## src/hdl/coherence_pkg.sv

```systemverilog
/*
  coherence types shared by the memory side of a dual-core system
  word type, cache and ram request/response bundles, state enums
*/

`default_nettype none

package coherence_pkg;

  // data and address word
  typedef logic [31:0] word_t;

  // number of caches on the bus, fixed
  localparam int CPUS = 2;

  // progress of the ram on the current request
  // ERROR is reserved, the model never reports it
  typedef enum logic [1:0]
  {
    FREE,
    BUSY,
    ACCESS,
    ERROR
  } ram_state_t;

  // everything one cache drives toward the bus
  typedef struct packed {
    logic  iren;
    word_t iaddr;
    logic  dren;
    logic  dwen;
    word_t daddr;
    word_t dstore;
    logic  cctrans;
    logic  ccwrite;
  } cache_req_t;

  // everything the bus returns to one cache
  typedef struct packed {
    logic  iwait;
    word_t iload;
    logic  dwait;
    word_t dload;
    logic  ccwait;
    logic  ccinv;
    word_t ccsnoopaddr;
  } cache_resp_t;

  // single-ported ram request, ren and wen exclusive
  typedef struct packed {
    logic  ren;
    logic  wen;
    word_t addr;
    word_t store;
  } ram_req_t;

  typedef struct packed {
    ram_state_t state;
    word_t      load;
  } ram_resp_t;

  // bus controller states
  typedef enum logic [3:0]
  {
    IDLE,
    INSTRUCTION,
    STORE_1,
    STORE_2,
    ARBITRATE,
    SNOOP,
    LOAD_1,
    LOAD_2,
    CACHE_1,
    CACHE_2
  } ctrl_state_t;

endpackage

`default_nettype wire

```

## src/hdl/memory_control.sv

```systemverilog
/*
  coherence and arbitration for two write-back caches under MSI
  picks one requester by a least-recently-served bit, runs two-word
  block transfers against a single-ported ram, snoops the peer,
  forwards dirty blocks cache to cache and invalidates on upgrade
*/

`timescale 1ns/1ps
`default_nettype none

module memory_control
  import coherence_pkg::*;
(
  input  logic        CLK,
  input  logic        nRST,
  input  cache_req_t  cache_req [CPUS],
  output cache_resp_t cache_resp [CPUS],
  output ram_req_t    ram_req,
  input  ram_resp_t   ram_resp
);
  ctrl_state_t state, next_state;
  // cache to serve first on a tie
  logic lru, next_lru;
  // requester and the cache being snooped
  logic req_cpu, next_req_cpu;
  logic snoop_cpu, next_snoop_cpu;

  logic [CPUS-1:0] iren_v, dren_v, dwen_v, cctrans_v;
  logic            ram_done;

  // favoured cache if it wants the bus, else the other one
  function automatic logic pick(input logic [CPUS-1:0] want, input logic first);
    pick = want[first] ? first : ~first;
  endfunction

  always_comb
  begin
    for (int i = 0; i < CPUS; i++)
    begin
      iren_v[i]    = cache_req[i].iren;
      dren_v[i]    = cache_req[i].dren;
      dwen_v[i]    = cache_req[i].dwen;
      cctrans_v[i] = cache_req[i].cctrans;
    end
  end

  assign ram_done = (ram_resp.state == ACCESS);

  always_ff @(posedge CLK, negedge nRST)
  begin
    if (!nRST)
    begin
      state     <= IDLE;
      lru       <= 1'b0;
      req_cpu   <= 1'b0;
      snoop_cpu <= 1'b1;
    end
    else
    begin
      state     <= next_state;
      lru       <= next_lru;
      req_cpu   <= next_req_cpu;
      snoop_cpu <= next_snoop_cpu;
    end
  end

  // next state and requester capture
  always_comb
  begin
    next_state     = state;
    next_req_cpu   = req_cpu;
    next_snoop_cpu = snoop_cpu;

    case (state)
      IDLE:
      begin
        // write-back first, then coherence or read, then fetch
        if (|dwen_v)
        begin
          next_state   = STORE_1;
          next_req_cpu = pick(dwen_v, lru);
        end
        else if (|(dren_v | cctrans_v))
        begin
          next_state   = ARBITRATE;
          next_req_cpu = pick(dren_v | cctrans_v, lru);
        end
        else if (|iren_v)
        begin
          next_state   = INSTRUCTION;
          next_req_cpu = pick(iren_v, lru);
        end
        next_snoop_cpu = ~next_req_cpu;
      end
      INSTRUCTION:
      begin
        if (ram_done)
        begin
          next_state = IDLE;
        end
      end
      STORE_1:
      begin
        if (ram_done)
        begin
          next_state = STORE_2;
        end
      end
      ARBITRATE:
      begin
        // no read means an upgrade, finished here
        next_state = cache_req[req_cpu].dren ? SNOOP : IDLE;
      end
      SNOOP:
      begin
        // peer transitions only when it holds the block
        next_state = cache_req[snoop_cpu].cctrans ? CACHE_1 : LOAD_1;
      end
      CACHE_1:
      begin
        if (ram_done)
        begin
          next_state = CACHE_2;
        end
      end
      LOAD_1:
      begin
        if (ram_done)
        begin
          next_state = LOAD_2;
        end
      end
      STORE_2, CACHE_2, LOAD_2:
      begin
        if (ram_done)
        begin
          next_state = IDLE;
        end
      end
      default:
      begin
        next_state = IDLE;
      end
    endcase
  end

  // cache and ram outputs
  always_comb
  begin
    for (int i = 0; i < CPUS; i++)
    begin
      cache_resp[i].iwait       = 1'b1;
      cache_resp[i].iload       = '0;
      cache_resp[i].dwait       = 1'b1;
      cache_resp[i].dload       = '0;
      cache_resp[i].ccwait      = 1'b0;
      cache_resp[i].ccinv       = 1'b0;
      cache_resp[i].ccsnoopaddr = '0;
    end
    ram_req  = '0;
    next_lru = lru;

    case (state)
      INSTRUCTION:
      begin
        ram_req.ren = 1'b1;
        ram_req.addr = cache_req[req_cpu].iaddr;
        cache_resp[req_cpu].iload = ram_resp.load;
        if (ram_done)
        begin
          cache_resp[req_cpu].iwait = 1'b0;
          next_lru = ~req_cpu;
        end
      end
      STORE_1, STORE_2:
      begin
        ram_req.wen   = 1'b1;
        ram_req.addr  = cache_req[req_cpu].daddr;
        ram_req.store = cache_req[req_cpu].dstore;
        if (ram_done)
        begin
          cache_resp[req_cpu].dwait = 1'b0;
          if (state == STORE_2)
          begin
            next_lru = ~req_cpu;
          end
        end
      end
      ARBITRATE:
      begin
        cache_resp[snoop_cpu].ccsnoopaddr = cache_req[req_cpu].daddr;
        if (cache_req[req_cpu].dren)
        begin
          // park the peer in its snoop state
          cache_resp[snoop_cpu].ccwait = 1'b1;
        end
        else if (cache_req[req_cpu].cctrans)
        begin
          // S to M on a write hit, drop the peer's copy
          cache_resp[snoop_cpu].ccinv = 1'b1;
          cache_resp[req_cpu].dwait   = 1'b0;
          next_lru = ~req_cpu;
        end
      end
      SNOOP:
      begin
        cache_resp[snoop_cpu].ccwait      = 1'b1;
        cache_resp[snoop_cpu].ccsnoopaddr = cache_req[req_cpu].daddr;
      end
      CACHE_1, CACHE_2:
      begin
        cache_resp[snoop_cpu].ccwait      = 1'b1;
        cache_resp[snoop_cpu].ccsnoopaddr = cache_req[req_cpu].daddr;
        // dirty word goes to the requester and back to ram at once
        cache_resp[req_cpu].dload = cache_req[snoop_cpu].dstore;
        cache_resp[snoop_cpu].ccinv = cache_req[req_cpu].ccwrite;
        ram_req.wen   = 1'b1;
        ram_req.addr  = cache_req[req_cpu].daddr;
        ram_req.store = cache_req[snoop_cpu].dstore;
        if (ram_done)
        begin
          // both sides step to the next word together
          cache_resp[req_cpu].dwait   = 1'b0;
          cache_resp[snoop_cpu].dwait = 1'b0;
          if (state == CACHE_2)
          begin
            next_lru = ~req_cpu;
          end
        end
      end
      LOAD_1, LOAD_2:
      begin
        ram_req.ren  = 1'b1;
        ram_req.addr = cache_req[req_cpu].daddr;
        cache_resp[req_cpu].dload = ram_resp.load;
        if (ram_done)
        begin
          cache_resp[req_cpu].dwait = 1'b0;
          if (state == LOAD_2)
          begin
            next_lru = ~req_cpu;
          end
        end
      end
      default:
      begin
        next_lru = lru;
      end
    endcase
  end

  // both dwaits low only on a ram ACCESS during a cache-to-cache word
  a_dwait_pair: assert property (
    @(posedge CLK) disable iff (!nRST)
    !(cache_resp[0].dwait || cache_resp[1].dwait)
      |-> (state inside {CACHE_1, CACHE_2}) && ram_done
  ) else $error("both dwait low outside a cache transfer");

  a_ccinv_one: assert property (
    @(posedge CLK) disable iff (!nRST)
    !(cache_resp[0].ccinv && cache_resp[1].ccinv)
  ) else $error("invalidate sent to both caches");

  a_ram_rw: assert property (
    @(posedge CLK) disable iff (!nRST) !(ram_req.ren && ram_req.wen)
  ) else $error("ram read and write driven together");

endmodule

`default_nettype wire

```

## config.mk

```make
export PLATFORM = sky130hd
export DESIGN_NAME = memory_control
export DESIGN_NICKNAME = d
export VERILOG_FILES = /design/src/hdl/coherence_pkg.sv /design/src/hdl/memory_control.sv
export SDC_FILE = /design/constraint.sdc
export NUM_CORES = 1
export LEC_CHECK = 0
export BUFFER_PORTS_ARGS = -buffer_cell sky130_fd_sc_hd__buf_2
export CAP_MARGIN = 20
export CORE_AREA = 4 4 195 197
export DETAILED_ROUTE_END_ITERATION = 10
export DIE_AREA = 0 0 199 201
export SETUP_SLACK_MARGIN = 0.4
export SLEW_MARGIN = 30
export SYNTH_ARGS = -nofsm -noshare
export SYNTH_HDL_FRONTEND = slang
export SYNTH_SLANG_ARGS = --single-unit
export TNS_END_PERCENT = 50
```

## constraint.sdc

```tcl
create_clock -name CLK -period 3.45 [get_ports CLK]
set_input_delay 0.8625 -clock CLK [delete_from_list [all_inputs] [get_ports CLK]]
set_output_delay 0.8625 -clock CLK [all_outputs]
set_load 0.01 [all_outputs]
```

# Word level (Yosys, flattened, before mapping)
# Cells that the tools add are included.
# word_totals
ff_bits	7
out_inout_bits	266
# classes
n_lt_le_gt_ge	5
eq_ne	24
n_mux	76
bitwise	10
reduce_logical	16
# ops
op	count
$bwmux 200	10
$pmux 200 s6	1
$mux 200	5
$demux 100 s1	8
$and 196x196->196	3
$mux 100	4
$mux 167	1
$mux 34	4
$mux 67	2
$pmux 32 s2	2
$mux 99	1
$mux 66	1
$mux 33	1
$mux 32	1
$mux 4	8
$pmux 4 s7	1
$mux 1	24
$ne 2x2->1 const B	12
$eq 4x3->1 const B	4
$reduce_or 2->1	6
$reduce_and 10->1	1
$eq 4x2->1 const B	2
$eq 4x4->1 const B	2
$reduce_or 4->1	2
other kinds (19)	25

# Depth between registers and ports, before layout
# logic_depth
ltp_word	12
mapped_depth	6

# Worst setup path before layout
# No wires, ideal clock.
# synth_path
path_kind	in2out
startpoint	input cache_req[168] in the netlist's numbering
endpoint	output cache_resp[32] in the netlist's numbering
arrival_time_ps	1897
path_slack_ps	690
cell_stages	4
n_path_buf	0
cell_sequence	or3b_4 a2111oi_4 a21oi_1 nor2b_1
# synth_rtl
element	line_no	rtl
start, declared	memory_control.sv:16	input cache_req_t cache_req [CPUS],
end, declared	memory_control.sv:17	output cache_resp_t cache_resp [CPUS],

==> results <==
- The flow ran to the end, and the final reports show no timing, DRC or antenna violations.
- Across the VDD grid, the largest voltage drop is 0.262 mV.
- Cells with a size suffix above 1 make up 53.2% of the layout.
- The TritonCTS sink count is 7.
- Of the available clock period, the critical path in the final layout requires 87.3%.
- The worst setup path is captured at a primary output.
- The launching element type of the critical path is a flop.
- The class of the most critical setup path is reg2out.
- The delay contributed by the slowest stage of the critical path is 0.52 ns.
- TritonCTS built the clock tree.
- The critical path goes through or3b_2 -> buf_12 -> nor2_1 -> a21oi_2 -> nor2_1 -> buf_2.
- The final layout net count is 1349.
- The number of rows created at floorplan is 70.
- The top cell types in the final layout, fill and taps aside, are 503 x buf_2, 167 x nor2_1, 127 x mux2i_1.
- The library cell used most frequently in the layout, excluding fill and tap cells, is buf_2.
- Static timing analysis puts the maximum clock frequency at 332 MHz.
- The signed area change from the synthesized netlist to the final layout is 87.5%.
- CTS built an H-tree with a depth of 1.
- The number of buffers inserted by port buffering is 503.
- The number of antenna diodes is 0.
- Setup slack closes at 0.439 ns.
- The final routed DRC violation total is 0.
- In this run the critical register-to-register path is launched from state[1].
- The routed via count is 6869.
- The cell type contributing the most total cell area after synthesis is mux2i_1.
- The type of the most critical hold path is in2async.
- The per-instance average area after synthesis is 6.49 sq um.
- The total die area is 40000 sq um.
- The layout has 4090 filler cells.
- The count of endpoints failing setup in the final report is 0.
- The via count of the first global-routing pass is 6602.
- The total overflow left after global routing is 0.
- The first routing iteration left 417 violations.
- The cell leakage power is 4.37 nW.
- The residual antenna-violating net count after detailed routing is 0.
- Synthesis produced 613 cells.
- Data on the critical path is required at its endpoint by 2.59 ns.
- The number of warnings printed during yosys synthesis is 0.
- The pin count of the biggest net entering global routing is 67.
- In this run the count of I/O pins placed on the die edge is 504.
- For the worst setup path, the data arrival time is 2.15 ns.
- Summing all multi-input logic gate instances after layout gives 3560 sq um.
- Dividing the detail-routed via count by the number of cells gives 4.35.
- The worst slew margin relative to its limit is 38.6%.
- The standard cell with the maximum stage delay on the critical path is or3b_2.
- The standard cell core area is 36300 sq um.
- The number of clock buffers inserted by TritonCTS is 3.
- The cell area power density is 695 nW/um^2.
- The routed length per placed instance is 19.9 microns.
- The initial utilization of the core area, before any placement, comes to 11.0%.
- The register area is 185 sq um.
- The maximum root-to-sink buffer count is 2.
- The initial antenna violation count is 0.
- The synthesized netlist contains 55 unique library cells.
- Global routing used 13.8% of the available tracks across all layers.
- The cell at the root of the clock tree is clkbuf_16.
- In this run the worst setup path begins at state[1].
- After clock tree synthesis, the clock-pin slew on the worst setup and hold paths is 0.04 ns.
- The sum of net half-perimeters after detailed placement is 26.2 mm.
- The detailed-router iteration count before antenna repair is 5.
- The first global-routing pass estimated 42.1 mm of wire.
- In this run the biggest area consumer among cell types represents 32.7% of the synthesized area.
- The clock reaches the later pin of the worst-skew pair after 0.23 ns.
- The completed layout was analyzed and its total power is 5.18 mW.
- The worst path in the final design needs a cycle of 3.01 ns, including I/O delays and setup.
- The worst setup timing slack at the placement stage is 0.238 ns.
- Adding up every negative setup slack in the final design gives 0 ns.
- The hold violation count in the final report is 0.
- After detailed routing, the total wire length is 31.5 mm.
- After synthesis, flip-flops and latches occupy 4.43% of the total area.
- Setup repair after global routing could not meet its margin everywhere.
- In this design, the critical path's most frequently occurring cell is nor2_1.
- By area the synthesized netlist is led by mux2i_1 33%, nor2_1 16%, o22ai_1 10%.
- The number of nets handed over by synthesis was 851.
- The worst-path maximum fanout is 66.
- The netlist area before placement is 3980 sq um.
- For the final database, setup skew stands at 0.00101 ns.
- The number of flip-flops and latches in the synthesized netlist is 7.
- The horizontal die dimension is 199 microns.
- Across the run, the number of max-cap violations was 0.
- The final max-slew violation count is 0.
- Routability-driven placement finished with a final weighted congestion of 0.922.
- The measured slew at the worst slew-check pin is 0.918 ns.
- Cells fill 20.6% of the core in the end.
- The die height is 201 microns.
critical path, delay by kind of cell (launching register included):
family / cells / cell delay [ns]
simple gates: 3 / 0.93
flops: 1 / 0.47
buf+inv: 2 / 0.34
compound gates: 1 / 0.09
routing by layer:
layer / part of all wire [%] / wire length (microns) / up-vias / global-route usage [%]
li1: - / - / 3156 / -
met1: 40 / 12600 / 3234 / 16.9
met2: 51 / 15900 / 450 / 26.0
met3: 7.9 / 2480 / 29 / 1.41
met4: 1.5 / 473 / 0 / 2.22
met5: 0 / 0 / - / 0
layout make-up:
| cell class | instances | share of cell area [%] |
|---|---|---|
| repair buffers | 553 | 40.5 |
| inverters | 6 | 0.302 |
| well taps | 468 | 7.85 |
| multi-input cells | 540 | 47.8 |
| clock buffers | 4 | 1.06 |
| flip-flops and latches | 7 | 2.48 |
through the flow:
| step | instance area (sq um) | instances | hold WS (ns) |
|---|---|---|---|
| finish | 7460 | 1578 | 0.463 |
| global route | 7460 | 1578 | 0.473 |
| CTS | 7290 | 1561 | 0.464 |
| detailed placement | 7180 | 1557 | 0.558 |
| global placement | 7180 | 1557 | 0.570 |
| floorplan | 3980 | 613 | 0.493 |
final timing paths:
check                           slack, ns        endpoint  cells after the start
worst max-delay path                 0.44  cache_resp[40]                      6
worst min-delay path                 0.46             lru                      1
worst max register to register       1.45        state[1]                      6
worst min register to register       0.57             lru                      1
max in group asynchronous            2.75       snoop_cpu                      1
min in group CLK                     0.57             lru                      1
power by group:
part           switching, mW  internal, mW  leakage [nW]
logic                   2.85          1.91          4.26
clock network         0.0466         0.154        0.0382
registers             0.0903         0.132        0.0774
cell families after synthesis:
| logic type | count (synthesis) | share of synthesized area (%) |
|---|---|---|
| compound gates | 133 | 22.1 |
| mux | 133 | 33.6 |
| buf+inv | 66 | 7.64 |
| simple gates | 274 | 32.3 |
| flops | 7 | 4.43 |
what timing repair did:
| item | CTS | global route |
|---|---|---|
| pin swaps | 1 | 4 |
| setup endpoints to repair | 140 | 215 |
| buffers inserted | 0 | 17 |
| resized for setup | 9 | 6 |
| hold buffers | 0 | 0 |
cells in the mapped netlist, drive strengths merged:
master	number
nor2	174
mux2i	130
o22ai	65
and2	64
buf	43
a21oi	37
clkbuf	17
nand2	14
nor2b	7
o21ai	7
dfrtp	6
inv	6
mux2	3
or3b	3
a31oi	2
a32oi	2
and2b	2
nand3	2
nor3b	2
nor4	2
o21ba	2
o221ai	2
o31ai	2
a2111oi	1
a211o	1
a21o	1
a2bb2oi	1
a31o	1
dfstp	1
nand2b	1
nand3b	1
nor3	1
o2111a	1
o2111ai	1
o211a	1
o21a	1
o21bai	1
o2bb2ai	1
o311ai	1
o31a	1
o32ai	1
or4	1
sequential cells by signal, indices dropped and copies added (netlist names):
signal / count
req_cpu: 1
lru: 1
state: 4
snoop_cpu: 1
Note: power is estimated with default switching activity, not from simulation.
